**config.mk**
```make
export PLATFORM = sky130hd
export DESIGN_NAME = decode_issue_top
export DESIGN_NICKNAME = d
export VERILOG_FILES = /design/src/source/rs_issue_pkg.sv /design/src/source/decode_issue_top.sv /design/src/source/instr_decoder.sv /design/src/source/issue_unit.sv /design/src/source/operand_resolver.sv
export SDC_FILE = /design/constraint.sdc
export NUM_CORES = 1
export LEC_CHECK = 0
export BUFFER_PORTS_ARGS = -buffer_cell sky130_fd_sc_hd__buf_2
export CORE_AREA = 2 2 121 123
export CTS_BUF_LIST = sky130_fd_sc_hd__clkbuf_8
export CTS_CLUSTER_DIAMETER = 80
export CTS_CLUSTER_SIZE = 12
export DETAILED_ROUTE_END_ITERATION = 8
export DIE_AREA = 0 0 123 125
export MAX_ROUTING_LAYER = met4
export PLACE_DENSITY = 0.76
export SLEW_MARGIN = 20
export SYNTH_ARGS = -nofsm -noshare
export SYNTH_HDL_FRONTEND = slang
export SYNTH_SLANG_ARGS = --single-unit
```
**constraint.sdc**
```tcl
create_clock -name clk -period 3.48 [get_ports clk]
set_input_delay 0.174 -clock clk [delete_from_list [all_inputs] [get_ports clk]]
set_output_delay 0.174 -clock clk [all_outputs]
set_load 0.03 [all_outputs]
```
**src/source/rs_issue_pkg.sv**
```systemverilog
package rs_issue_pkg;

    // data path word
    typedef logic [31:0] xlen_t;

    // architectural register index, x0 .. x31
    typedef logic [4:0] reg_idx_t;

    // reorder buffer tag, zero means no producer
    typedef logic [3:0] rob_tag_t;

    // tag value for "operand ready" and "no free rob entry"
    localparam rob_tag_t ROB_TAG_NONE = 4'd0;

    // funct7 bit that turns add into sub and srl into sra
    localparam int FUNCT7_ALT_BIT = 5;

    // supported major opcodes
    // anything else is consumed by the issue stage without issue
    typedef enum logic [6:0] {
        op_lui   = 7'b0110111,
        op_auipc = 7'b0010111,
        op_imm   = 7'b0010011,
        op_reg   = 7'b0110011
    } rv_opcode_e;

    // alu operations
    // low three bits follow funct3 so the common case is a plain cast
    // msb set marks the alternate form selected by funct7
    typedef enum logic [3:0] {
        alu_add  = 4'b0000,
        alu_sll  = 4'b0001,
        alu_slt  = 4'b0010,
        alu_sltu = 4'b0011,
        alu_xor  = 4'b0100,
        alu_srl  = 4'b0101,
        alu_or   = 4'b0110,
        alu_and  = 4'b0111,
        alu_sub  = 4'b1000,
        alu_sra  = 4'b1101
    } alu_op_e;

    // funct3 codes that have an alternate form
    localparam logic [2:0] FUNCT3_ADD_SUB = 3'b000;
    localparam logic [2:0] FUNCT3_SRL_SRA = 3'b101;

endpackage

```
**src/source/decode_issue_top.sv**
```systemverilog
module decode_issue_top import rs_issue_pkg::*; (
    input  logic     clk,
    input  logic     arst_n_i,

    // instruction queue
    input  logic     instr_valid_i,
    input  xlen_t    instr_i,
    input  xlen_t    pc_i,
    output logic     instr_read_o,

    // register file
    output reg_idx_t rs1_idx_o,
    output reg_idx_t rs2_idx_o,
    input  xlen_t    rs1_value_i,
    input  rob_tag_t rs1_tag_i,
    input  xlen_t    rs2_value_i,
    input  rob_tag_t rs2_tag_i,
    output logic     rename_we_o,
    output reg_idx_t rename_rd_o,
    output rob_tag_t rename_tag_o,

    // reorder buffer
    input  rob_tag_t rob_free_tag_i,
    input  logic     rob_rs1_ready_i,
    input  xlen_t    rob_rs1_value_i,
    input  logic     rob_rs2_ready_i,
    input  xlen_t    rob_rs2_value_i,

    // alu reservation station
    input  logic     alu_rs_full_i,
    output logic     alu_valid_o,
    output alu_op_e  alu_op_o,
    output rob_tag_t alu_rob_tag_o,
    output xlen_t    alu_a_value_o,
    output rob_tag_t alu_a_tag_o,
    output logic     alu_a_ready_o,
    output xlen_t    alu_b_value_o,
    output rob_tag_t alu_b_tag_o,
    output logic     alu_b_ready_o
);

    logic     dec_read;
    logic     issue;
    alu_op_e  dec_op;
    reg_idx_t rd;
    logic     a_sel_pc;
    logic     a_zero;
    logic     b_use_imm;
    xlen_t    imm;
    xlen_t    a_value;
    rob_tag_t a_tag;
    logic     a_ready;
    xlen_t    b_value;
    rob_tag_t b_tag;
    logic     b_ready;
    reg_idx_t prev_rd;
    rob_tag_t prev_tag;

    instr_decoder i_decoder (
        .instr_valid_i  (instr_valid_i),
        .instr_i        (instr_i),
        .pc_i           (pc_i),
        .alu_rs_full_i  (alu_rs_full_i),
        .rob_free_tag_i (rob_free_tag_i),
        .instr_read_o   (dec_read),
        .issue_o        (issue),
        .alu_op_o       (dec_op),
        .rd_o           (rd),
        .rs1_o          (rs1_idx_o),
        .rs2_o          (rs2_idx_o),
        .a_sel_pc_o     (a_sel_pc),
        .a_zero_o       (a_zero),
        .b_use_imm_o    (b_use_imm),
        .imm_o          (imm)
    );

    operand_resolver i_resolve_rs1 (
        .src_idx_i   (rs1_idx_o),
        .rf_value_i  (rs1_value_i),
        .rf_tag_i    (rs1_tag_i),
        .rob_ready_i (rob_rs1_ready_i),
        .rob_value_i (rob_rs1_value_i),
        .prev_rd_i   (prev_rd),
        .prev_tag_i  (prev_tag),
        .value_o     (a_value),
        .tag_o       (a_tag),
        .ready_o     (a_ready)
    );

    operand_resolver i_resolve_rs2 (
        .src_idx_i   (rs2_idx_o),
        .rf_value_i  (rs2_value_i),
        .rf_tag_i    (rs2_tag_i),
        .rob_ready_i (rob_rs2_ready_i),
        .rob_value_i (rob_rs2_value_i),
        .prev_rd_i   (prev_rd),
        .prev_tag_i  (prev_tag),
        .value_o     (b_value),
        .tag_o       (b_tag),
        .ready_o     (b_ready)
    );

    issue_unit i_issue (
        .clk            (clk),
        .arst_n_i       (arst_n_i),
        .issue_i        (issue),
        .alu_op_i       (dec_op),
        .rd_i           (rd),
        .rob_free_tag_i (rob_free_tag_i),
        .pc_i           (pc_i),
        .imm_i          (imm),
        .a_sel_pc_i     (a_sel_pc),
        .a_zero_i       (a_zero),
        .b_use_imm_i    (b_use_imm),
        .a_value_i      (a_value),
        .a_tag_i        (a_tag),
        .a_ready_i      (a_ready),
        .b_value_i      (b_value),
        .b_tag_i        (b_tag),
        .b_ready_i      (b_ready),
        .alu_valid_o    (alu_valid_o),
        .alu_op_o       (alu_op_o),
        .alu_rob_tag_o  (alu_rob_tag_o),
        .alu_a_value_o  (alu_a_value_o),
        .alu_a_tag_o    (alu_a_tag_o),
        .alu_a_ready_o  (alu_a_ready_o),
        .alu_b_value_o  (alu_b_value_o),
        .alu_b_tag_o    (alu_b_tag_o),
        .alu_b_ready_o  (alu_b_ready_o),
        .prev_rd_o      (prev_rd),
        .prev_tag_o     (prev_tag)
    );

    // nothing is taken from the queue while reset is held
    assign instr_read_o = dec_read && arst_n_i;

    // rename rd to the free rob tag on every issued instruction
    assign rename_we_o  = issue && arst_n_i;
    assign rename_rd_o  = rd;
    assign rename_tag_o = rob_free_tag_i;

endmodule

```
**src/source/instr_decoder.sv**
```systemverilog
module instr_decoder import rs_issue_pkg::*; (
    input  logic     instr_valid_i,
    input  xlen_t    instr_i,
    input  xlen_t    pc_i,
    input  logic     alu_rs_full_i,
    input  rob_tag_t rob_free_tag_i,

    output logic     instr_read_o,
    output logic     issue_o,
    output alu_op_e  alu_op_o,
    output reg_idx_t rd_o,
    output reg_idx_t rs1_o,
    output reg_idx_t rs2_o,
    output logic     a_sel_pc_o,
    output logic     a_zero_o,
    output logic     b_use_imm_o,
    output xlen_t    imm_o
);

    rv_opcode_e opcode;
    logic [2:0] funct3;
    logic [6:0] funct7;
    logic       alt_form;
    xlen_t      i_imm;
    xlen_t      u_imm;
    logic       supported;
    logic       discard;
    logic       can_issue;

    // field slicing
    assign opcode   = rv_opcode_e'(instr_i[6:0]);
    assign rd_o     = instr_i[11:7];
    assign funct3   = instr_i[14:12];
    assign rs1_o    = instr_i[19:15];
    assign rs2_o    = instr_i[24:20];
    assign funct7   = instr_i[31:25];
    assign alt_form = funct7[FUNCT7_ALT_BIT];

    assign i_imm = {{20{instr_i[31]}}, instr_i[31:20]};
    assign u_imm = {instr_i[31:12], 12'h000};

    always_comb begin
        supported = 1'b1;
        alu_op_o  = alu_op_e'({1'b0, funct3});
        case (opcode)
            op_lui, op_auipc: begin
                alu_op_o = alu_add;
            end
            op_imm: begin
                // addi has no sub form, the bit belongs to the immediate
                if (funct3 == FUNCT3_SRL_SRA && alt_form) begin
                    alu_op_o = alu_sra;
                end
            end
            op_reg: begin
                if (funct3 == FUNCT3_ADD_SUB && alt_form) begin
                    alu_op_o = alu_sub;
                end else if (funct3 == FUNCT3_SRL_SRA && alt_form) begin
                    alu_op_o = alu_sra;
                end
            end
            default: begin
                supported = 1'b0;
            end
        endcase
    end

    // operand source selection
    assign a_sel_pc_o  = (opcode == op_auipc);
    assign a_zero_o    = (opcode == op_lui);
    assign b_use_imm_o = (opcode != op_reg);
    assign imm_o       = (opcode == op_lui || opcode == op_auipc) ? u_imm : i_imm;

    // rd of x0 and unknown opcodes are dropped without a rob entry
    assign discard   = !supported || (rd_o == '0);
    assign can_issue = !alu_rs_full_i && (rob_free_tag_i != ROB_TAG_NONE);

    assign instr_read_o = instr_valid_i && (discard || can_issue);
    assign issue_o      = instr_valid_i && !discard && can_issue;

    always_comb begin
        // the queue only delivers word aligned fetch addresses
        assert (!(instr_valid_i && a_sel_pc_o) || pc_i[1:0] == 2'b00)
            else $error("auipc with misaligned pc %h", pc_i);
    end

endmodule

```
**src/source/issue_unit.sv**
```systemverilog
module issue_unit import rs_issue_pkg::*; (
    input  logic     clk,
    input  logic     arst_n_i,

    // decoded instruction
    input  logic     issue_i,
    input  alu_op_e  alu_op_i,
    input  reg_idx_t rd_i,
    input  rob_tag_t rob_free_tag_i,
    input  xlen_t    pc_i,
    input  xlen_t    imm_i,
    input  logic     a_sel_pc_i,
    input  logic     a_zero_i,
    input  logic     b_use_imm_i,

    // resolved register operands
    input  xlen_t    a_value_i,
    input  rob_tag_t a_tag_i,
    input  logic     a_ready_i,
    input  xlen_t    b_value_i,
    input  rob_tag_t b_tag_i,
    input  logic     b_ready_i,

    // alu reservation station entry
    output logic     alu_valid_o,
    output alu_op_e  alu_op_o,
    output rob_tag_t alu_rob_tag_o,
    output xlen_t    alu_a_value_o,
    output rob_tag_t alu_a_tag_o,
    output logic     alu_a_ready_o,
    output xlen_t    alu_b_value_o,
    output rob_tag_t alu_b_tag_o,
    output logic     alu_b_ready_o,

    // back-to-back bypass record
    output reg_idx_t prev_rd_o,
    output rob_tag_t prev_tag_o
);

    xlen_t    a_value;
    rob_tag_t a_tag;
    logic     a_ready;
    xlen_t    b_value;
    rob_tag_t b_tag;
    logic     b_ready;

    // operand a: pc for auipc, zero for lui, else rs1
    always_comb begin
        if (a_zero_i) begin
            a_value = '0;
            a_tag   = ROB_TAG_NONE;
            a_ready = 1'b1;
        end else if (a_sel_pc_i) begin
            a_value = pc_i;
            a_tag   = ROB_TAG_NONE;
            a_ready = 1'b1;
        end else begin
            a_value = a_value_i;
            a_tag   = a_tag_i;
            a_ready = a_ready_i;
        end
    end

    // operand b: immediate or rs2
    assign b_value = b_use_imm_i ? imm_i : b_value_i;
    assign b_tag   = b_use_imm_i ? ROB_TAG_NONE : b_tag_i;
    assign b_ready = b_use_imm_i ? 1'b1 : b_ready_i;

    // control state
    always_ff @(posedge clk or negedge arst_n_i) begin
        if (!arst_n_i) begin
            alu_valid_o <= 1'b0;
            prev_rd_o   <= '0;
            prev_tag_o  <= ROB_TAG_NONE;
        end else begin
            alu_valid_o <= issue_i;
            // record only lives for the very next cycle
            prev_rd_o   <= issue_i ? rd_i : '0;
            prev_tag_o  <= issue_i ? rob_free_tag_i : ROB_TAG_NONE;
        end
    end

    // entry payload
    always_ff @(posedge clk) begin
        if (issue_i) begin
            alu_op_o      <= alu_op_i;
            alu_rob_tag_o <= rob_free_tag_i;
            alu_a_value_o <= a_value;
            alu_a_tag_o   <= a_tag;
            alu_a_ready_o <= a_ready;
            alu_b_value_o <= b_value;
            alu_b_tag_o   <= b_tag;
            alu_b_ready_o <= b_ready;
        end
    end

    // decoder only issues with a free rob entry
    assert property (@(posedge clk) disable iff (!arst_n_i)
        alu_valid_o |-> alu_rob_tag_o != ROB_TAG_NONE)
        else $error("alu entry issued with rob tag zero");

endmodule

```
**src/source/operand_resolver.sv**
```systemverilog
module operand_resolver import rs_issue_pkg::*; (
    input  reg_idx_t src_idx_i,

    // register file read
    input  xlen_t    rf_value_i,
    input  rob_tag_t rf_tag_i,

    // rob entry named by rf_tag_i
    input  logic     rob_ready_i,
    input  xlen_t    rob_value_i,

    // destination of the instruction issued last cycle
    input  reg_idx_t prev_rd_i,
    input  rob_tag_t prev_tag_i,

    output xlen_t    value_o,
    output rob_tag_t tag_o,
    output logic     ready_o
);

    logic bypass_hit;
    logic fwd_hit;

    // the register file has not seen last cycle's rename yet
    assign bypass_hit = (src_idx_i != '0) && (src_idx_i == prev_rd_i);

    // producer already finished, take its result from the rob
    assign fwd_hit = (rf_tag_i != ROB_TAG_NONE) && rob_ready_i;

    always_comb begin
        if (bypass_hit) begin
            value_o = '0;
            tag_o   = prev_tag_i;
            ready_o = 1'b0;
        end else if (fwd_hit) begin
            value_o = rob_value_i;
            tag_o   = ROB_TAG_NONE;
            ready_o = 1'b1;
        end else begin
            value_o = rf_value_i;
            tag_o   = rf_tag_i;
            ready_o = (rf_tag_i == ROB_TAG_NONE);
        end
    end

endmodule

```
; ---- Yosys cells after proc, flatten, opt, wreduce, memory -nomap -nowiden
; Cells that the tools add are included.
; W data, S select, Z words.
[totals]
wordCells = 69
reg_bits = 92
out_inout_bits = 104
[op_classes]
n_eq_ne = 8
reduce_logical = 29
n_mux = 21
[ops]
columns = operator, n
row1 = $mux W32, 6
row2 = $mux W31, 1
row3 = $mux W4, 7
row4 = $eq A7 B5 Y1 const B, 2
row5 = $eq A7 B6 Y1 const B, 2
row6 = $logic_and A1 B1 Y1, 12
row7 = $pmux W4 S3, 1
row8 = $reduce_bool A4 Y1, 3
row9 = $eq A5 B5 Y1, 2
row10 = $reduce_bool A5 Y1, 2
row11 = $logic_not A4 Y1, 2
row12 = $ne A7 B6 Y1 const B, 1
row13 = $logic_not A5 Y1, 1
row14 = $mux W1, 5
row15 = $mux W5, 1
row16 = $reduce_or A4 Y1, 1
row17 = $eq A3 B3 Y1 const B, 1
row18 = $logic_not A1 Y1, 3
row19 = $logic_not A3 Y1, 1
row20 = $logic_or A1 B1 Y1, 3
row21 = $reduce_or A2 Y1, 1

; ---- Logic depth before layout (Yosys ltp)
; Gate-level depths: netlist of run 1.
[depth]
word_depth = 9
mapped_depth = 6

; ---- Hierarchy
; A second synthesis of run 1 with hierarchy kept.
[unflattened]
cells_unflattened = 554
hier_area_um2 = 5730.5
[modules_own_cells]
columns = module, area_per_inst_um2, seq_area_each_um2, cells_per_inst, instances
row1 = issue_unit, 3852.4, 2712.6, 220, 1
row2 = operand_resolver, 640.6, 0.0, 128, 2
row3 = instr_decoder, 554.3, 0.0, 72, 1
row4 = decode_issue_top, 42.5, 0.0, 6, 1

; ---- Worst setup path before layout of run 1
; OpenSTA, ideal clock, no wires.
[synth_path]
path_type = input to output
startpoint = input instr_i[6]
endpoint = output rename_we_o
setup_slack_ps = 1784
stages = 5
path_buffers = 1
arrival_time_ps = 1522
cell_sequence = nand4b_2 nor2_1 o2111a_1 buf_6 and2_4
[synth_via]
elab_chain_cells = 9
elab_cells_between_ends = 12
cone_classes = eq/ne (4) / mux (1) / reduce/logical (7)
[synth_rtl]
columns = element, line
row1 = "start, declared", decode_issue_top.sv:7  ; input xlen_t instr_i,
row2 = $eq A7 B5 Y1 / $eq A7 B6 Y1 (equally long branches), instr_decoder.sv:45  ; case (opcode)
row3 = $reduce_or A4 Y1 (no source line) *, --
row4 = $mux W1 *, instr_decoder.sv:45
row5 = $logic_not A1 Y1 *, instr_decoder.sv:75  ; assign discard = !supported || (rd_o == '0);
row6 = $logic_or A1 B1 Y1 *, instr_decoder.sv:75
row7 = $logic_not A1 Y1 *, instr_decoder.sv:79  ; assign issue_o = instr_valid_i && !discard && can_issue;
row8 = $logic_and A1 B1 Y1 * (2 in a row), instr_decoder.sv:79
row9 = net i_decoder.issue_o, instr_decoder.sv:9  ; output logic issue_o,
row10 = $logic_and A1 B1 Y1 *, decode_issue_top.sv:138  ; assign rename_we_o = issue && arst_n_i;
row11 = "end, declared", decode_issue_top.sv:18  ; output logic rename_we_o,
; Mark *: on every way through the listed nets, which the timed path passes. The rest lies on a longest branch.

; ---- Worst setup path in the final report of run 1
[layout_path]
startpoint = input rob_free_tag_i[2]
endpoint = output rename_we_o
[layout_via]
elab_chain_cells = 4
[layout_rtl]
columns = element, line
row1 = "start, declared", decode_issue_top.sv:23  ; input rob_tag_t rob_free_tag_i,
row2 = $reduce_bool A4 Y1, instr_decoder.sv:76  ; assign can_issue = !alu_rs_full_i && (rob_free_tag_i != ROB_TAG_NONE);
row3 = $logic_and A1 B1 Y1, instr_decoder.sv:76
row4 = $logic_and A1 B1 Y1, instr_decoder.sv:79
row5 = $logic_and A1 B1 Y1, decode_issue_top.sv:138
; No other way between the ends.

==> flow_summary.ini, run 1 <==
[status]
status = finished clean

[floorplanning]
die_area_sq_mm = 0.0154
rows = 44
fp.dieH_um = 125
die_w_um = 123
start_util = 0.373
pin_count = 314
core_sq_mm = 0.0142

[power_and_ir_drop]
power_density_mw_per_mm2 = 344
p_leak_nw = 3.08
vdd_drop_max_v = 0.000165

[timing]
fin_setup_tns_ns = 0
finalHoldViolCount = 0
rsz0062_at_grt = false
worstMarginPinSlew_ns = 1.04
period_minus_slack_ns = 2.38
drv_slew = 0
final.period_utilization = 0.684
setup_viol = 0
clock.fmax_mhz = 420
slew_headroom = 0.310
fin_skew_ns = 0.0107

[setup_path]
crit_required_ns = 3.31
end_kind = output port
critical_path_class = input pin to output port
startpoint_type = input pin
worstPathArrival_ns = 2.21
crit_fanout = 62

[cells_and_area]
syn2layout_area_growth_pct = 32.0
nNetsFinal = 919
fin_util = 0.492
drive_gt1_frac = 0.511
fillers = 1348

[route]
wl_um = 15600
wire_per_inst_um = 17.3
drt_pass1_iterations = 4
vias = 4540
drt_iter0_markers = 155
vias_per_cell = 5.05
drcViolationCount = 0
ant_nets = 0

[global_routing]
antenna_found_initial = 1
grt_usage = 0.204
grt_pass1_vias = 4522
grt_pass1_wl_um = 23200
grt.overflow.total = 0
grt_max_degree = 92

[synthesis]
synth_top_family_by_area = compound AO/OA/AOI/OAI gates
synth_compound_area_frac = 0.143
synthTopCellsByCount = edfxtp_1, mux2i_1, nand3b_1
synthAdderAreaFrac = 0
synth-xor-area-share = 0.0132
syn_nets = 640
post_synth.cell_area_avg_sq_um = 12.3
ys_types = 47
synth_largest_area_cell = edfxtp_1
syn_inst = 430
netlist.area_leader.share = 0.465
yosys-top-cells-area = edfxtp_1, mux2i_1, dfrtp_1
synth-seq-cells = 92
synth_warnings = 0
synth.most_common_cell = edfxtp_1
synthMuxAreaShare = 0.121
synth_simple_gate_area_share = 0.137
synth_edf_count = 82
synth.cell_area_sq_mm = 0.00530
synthFlopType = edfxtp_1
postSynth.asyncResetShare = 0.109
seq_area_frac_synth = 0.512

[clocking]
clkTransAtPathRegs_ns = 0.09
clock_latency_ns = 0.38
numClockSinks = 92
clockRootBuffer = clkbuf_8
cts_setup_buffers = 0
cts_max_level = 3
max-clock-path-buffers = 2
cts_buffers = 9
cts_tree = built

[placement]
io_buffers = 313
place_hpwl_um = 11800
gp_congestion = 0.829

[flow_run]
cap_violations = 0

[min_path]
hold_class = input pin to flip-flop
## flip-flops by register name, indices dropped and copies added (netlist names)
signal                 cells
i_issue.alu_valid_o        1
i_issue.alu_b_tag_o        4
i_issue.prev_tag_o         4
i_issue.alu_rob_tag_o      4
i_issue.alu_b_ready_o      1
i_issue.alu_a_ready_o      1
i_issue.prev_rd_o          5
i_issue.alu_op_o           4
i_issue.alu_b_value_o     32
i_issue.alu_a_value_o     32
i_issue.alu_a_tag_o        4
## cells in the final DEF, fill, tap and decap left out, types with 2 or more instances in the layout
cell type,Yosys,final
and4_1,2,2
dlygate4sd3_1,0,3
bufinv_16,0,2
o211ai_2,8,8
o21ai_1,12,12
buf_2,14,313
nand3_1,8,8
a21oi_1,18,18
clkbuf_8,0,9
mux2i_1,64,64
nor2_1,3,3
nor4_1,3,3
inv_1,2,3
nand4_1,2,2
and2_4,4,4
nor2b_1,11,11
nand2b_2,0,2
o31ai_1,22,22
o211ai_1,3,3
o21ai_0,11,11
clkinvlp_4,0,2
o21a_2,2,2
o22ai_1,11,11
xnor2_1,8,8
and2_1,6,6
nand2_1,26,26
nand3b_1,32,32
o31ai_2,10,10
dfrtp_1,10,10
buf_4,23,2
edfxtp_1,82,82
nor4_2,2,2
## metrics by stage
step	instance area, sq um	total power [mW]	setup slack, ns	instances	hold WS (ns)
after CTS	6990	2.43	1.06	898	0.00200
after global placement	6740	1.62	1.08	879	0.0522
after global routing	6990	2.51	0.975	899	0.00972
final	6990	2.40	1.10	899	0.0237
after detailed placement	6740	1.63	1.04	879	0.0538
after floorplan	5300	1.47	1.78	430	-0.122
## final cells by class
type | instances | area (sq um) | share of cell area
Inverter | 2 | 7.51 | 0.00107
Sequential cell | 92 | 2710 | 0.388
Antenna cell | 1 | 2.50 | 0.000358
Clock inverter | 7 | 92.6 | 0.0132
Tap cell | 184 | 230 | 0.0329
Multi-Input combinational cell | 286 | 2210 | 0.316
Timing Repair Buffer | 318 | 1610 | 0.230
Clock buffer | 9 | 124 | 0.0177
## repair_timing
action,4_1_cts,5_1_grt
resized for setup,0,0
hold buffers,3,0
endpoints found under the hold margin,12,0
## worst max-delay path, cell delays in order
cell and delay, ns:
dlygate4sd3_1 0.52, buf_2 0.13, nor4_1 0.05, nor2_1 0.15, o2111a_4 0.73, and2_4 0.25, buf_2 0.19
## report_power, final
part | leakage, nW | internal, mW | total (mW) | switching [mW]
Clock | 0.107 | 0.402 | 0.800 | 0.398
Combinational | 2.09 | 0.186 | 0.390 | 0.203
Sequential | 0.879 | 1.21 | 1.21 | 0.00169
## worst paths after layout
path | start | end | slack [ns] | cells after the start
max | rob_free_tag_i[2] | rename_we_o | 1.10 | 7
min | rob_free_tag_i[1] | i_issue.alu_rob_tag_o[1] | 0.02 | 1
max reg2reg | i_issue.prev_rd_o[0] | i_issue.alu_b_value_o[12] | 1.24 | 4
min reg2reg | i_issue.prev_tag_o[0] | i_issue.alu_a_tag_o[0] | 0.67 | 2
max in group asynchronous | arst_n_i | i_issue.prev_rd_o[2] | 3.09 | 2
min in group asynchronous | arst_n_i | i_issue.alu_valid_o | 0.19 | 2
## cell families after synthesis
logic type      after synthesis
compound gates              102
mux                          64
buf+inv                      52
flops                        92
simple gates                112
xor+xnor                      8
## per-layer routing
| layer | global-route usage | wire (um) | vias to the layer above |
|---|---|---|---|
| li1 | - | - | 2189 |
| met1 | 0.236 | 6270 | 2076 |
| met2 | 0.347 | 7710 | 245 |
| met3 | 0.0347 | 1130 | 30 |
| met4 | 0.0869 | 457 | 0 |
| met5 | - | 0 | - |
Note: power is estimated with default switching activity, not from simulation.
==> run 2, diff against run 1 <==
--- a/config.mk
+++ b/config.mk
@@ -6,14 +6,14 @@
 export NUM_CORES = 1
 export LEC_CHECK = 0
 export BUFFER_PORTS_ARGS = -buffer_cell sky130_fd_sc_hd__buf_2
-export CORE_AREA = 2 2 121 123
+export CORE_AREA = 2 2 122 124
 export CTS_BUF_LIST = sky130_fd_sc_hd__clkbuf_8
 export CTS_CLUSTER_DIAMETER = 80
 export CTS_CLUSTER_SIZE = 12
 export DETAILED_ROUTE_END_ITERATION = 8
-export DIE_AREA = 0 0 123 125
+export DIE_AREA = 0 0 124 126
 export MAX_ROUTING_LAYER = met4
-export PLACE_DENSITY = 0.76
+export PLACE_DENSITY = 0.75
 export SLEW_MARGIN = 20
 export SYNTH_ARGS = -nofsm -noshare
 export SYNTH_HDL_FRONTEND = slang
==> constraint.sdc (replaced) <==
create_clock -name clk -period 2.4 [get_ports clk]
set_input_delay 0.12 -clock clk [delete_from_list [all_inputs] [get_ports clk]]
set_output_delay 0.12 -clock clk [all_outputs]
set_load 0.03 [all_outputs]
==> run 2 against run 1 <==
  * Total power increased by 44%
  * Flip-flop and latch count unchanged
  * Die area increased by 1.6%
  * First-iteration DRC count increased by 37%
  * Non-clock buffer count increased by 18
  * Worst hold slack improved by 0.021 ns
  * Combinational power increased by 52%
  * Sequential power increased by 45%
  * Clock skew increased by 0.00093 ns
  * Critical path type unchanged
  * Largest cell class unchanged
==> flow_summary.ini, run 2 (same netlist as run 1, synthesis figures left out) <==
[global_routing]
grt.overflow.total = 0
grt_max_degree = 42
grt_pass1_vias = 4486
top_usage_layer = met2
use_met2 = 0.348
grt_pass1_wl_um = 24300
use_met1 = 0.265
antenna_found_initial = 2
grt_usage = 0.213
gr-usage-met3 = 0.0543

[setup_path]
slowest_stage = or4_1
path_cells = dlygate4sd3_1 > buf_2 > or4_1 > o2111a_4 > and2_4 > buf_2
crit_fanout = 16
worstPathArrival_ns = 2.12
startpoint_type = input pin
path_buf_inv = 3
crit_required_ns = 2.28
path_common_cell = buf_2
max_stage_delay_ns = 0.56
end_kind = output port
critical_path_class = input pin to output port
cpLargestDelayFamily = buffers and inverters

[floorplanning]
die_area_sq_mm = 0.0156
pin_count = 314
die_w_um = 124
start_util = 0.370
fp.dieH_um = 126
core_sq_mm = 0.0143
rows = 44

[timing]
slew_headroom = 0.441
worstMarginPinSlew_ns = 0.835
fin_skew_ns = 0.0116
clock.fmax_mhz = 446
rsz0062_at_grt = false
period_minus_slack_ns = 2.24
finalHoldViolCount = 0
fin_setup_tns_ns = 0
final.period_utilization = 0.934
drv_slew = 0
setup_viol = 0

[status]
status = finished clean

[power_and_ir_drop]
fin_total_pwr_mw = 3.45
power_density_mw_per_mm2 = 479
vdd_drop_max_v = 0.000298
p_leak_nw = 3.18

[clocking]
max-clock-path-buffers = 2
cts_tree = built
cts_max_level = 3
numClockSinks = 92
cts_setup_buffers = 0
clock_latency_ns = 0.37
cts_buffers = 9
clockRootBuffer = clkbuf_8
clkTransAtPathRegs_ns = 0.10

[cells_and_area]
fin_util = 0.503
drive_gt1_frac = 0.515
final_area_sq_mm = 0.00721
layout_common_cells = buf_2, edfxtp_1, mux2i_1
largest_registers = i_issue.alu_a_value_o x32, i_issue.alu_b_value_o x32, i_issue.prev_rd_o x5
final_common_cell = buf_2
syn2layout_area_growth_pct = 36.0
nNetsFinal = 937

[route]
vias = 4654
vias_per_cell = 5.07
ant_nets = 0
drcViolationCount = 0
wl_um = 16600
drt_pass1_iterations = 4
wire_per_inst_um = 18.0
drt_iter0_markers = 213

[placement]
placed_cell_area_sq_mm = 0.00690
io_buffers = 313
gp_congestion = 0.809
place_hpwl_um = 12600

[flow_run]
cap_violations = 0

[min_path]
hold_class = input pin to flip-flop
-- run 2: cell count changes in the layout (fill, tap and decap cells not counted), sizes merged --
cell / before / now
buf: 315 / 326
dlygate4sd3: 3 / 10
bufinv: 2 / 1
clkbuf: 9 / 10
clkinv: 2 / 3
diode: 1 / 2
inv: 3 / 2
-- run 2: area by class of cell --
class                   count  area (sq um)
repair buffers            336          1840
diodes                      2          5.00
fillers                  1335          7110
well taps                 184           230
inverters                   2          7.51
clock inverters             6          63.8
multi-input cells         286          2210
flip-flops and latches     92          2710
clock buffers              10           138
-- run 2: timing repair --
item | in CTS | in global routing
resized for setup | 0 | 0
endpoints found under the hold margin | 23 | 0
hold buffers | 10 | 0
-- run 2: final timing paths --
check,start,end,slack [ns],cells after the start
worst max-delay path,instr_i[8],rename_we_o,0.16,6
worst min-delay path,pc_i[28],i_issue.alu_a_value_o[28],0.04,3
worst max register to register,i_issue.prev_rd_o[4],i_issue.alu_b_value_o[23],0.46,5
worst min register to register,i_issue.prev_tag_o[2],i_issue.alu_b_tag_o[2],0.65,2
max in group asynchronous,arst_n_i,i_issue.prev_tag_o[0],2.03,2
min in group asynchronous,arst_n_i,i_issue.prev_rd_o[3],0.16,2
-- run 2: worst min-delay path, delay by kind of cell --
kind	cells	cell delay, ns
buffers and inverters	1	0.08
AOI/OAI and AO/OA	1	0.06
and+or+nand+nor	1	0.06
-- run 2: layer usage --
metal / wire length, um / share of wire
met1: 6800 / 0.41
met2: 8130 / 0.49
met4: 191 / 0.012
met3: 1440 / 0.087
met5: 0 / 0
-- run 2: through the flow --
step | worst slack (ns) | cells | hold slack (ns)
final | 0.159 | 918 | 0.0447
after global routing | 0.124 | 918 | 0.0321
after CTS | 0.173 | 916 | 0.0233
after detailed placement | 0.466 | 890 | 0.00495
after global placement | 0.533 | 890 | 0.00184
after floorplan | 0.782 | 430 | -0.176
-- run 2: power breakdown --
part           leakage [nW]  switching [mW]  internal [mW]
Sequential            0.879         0.00264           1.76
Combinational          2.20           0.305          0.287
Clock                0.0983           0.592          0.509
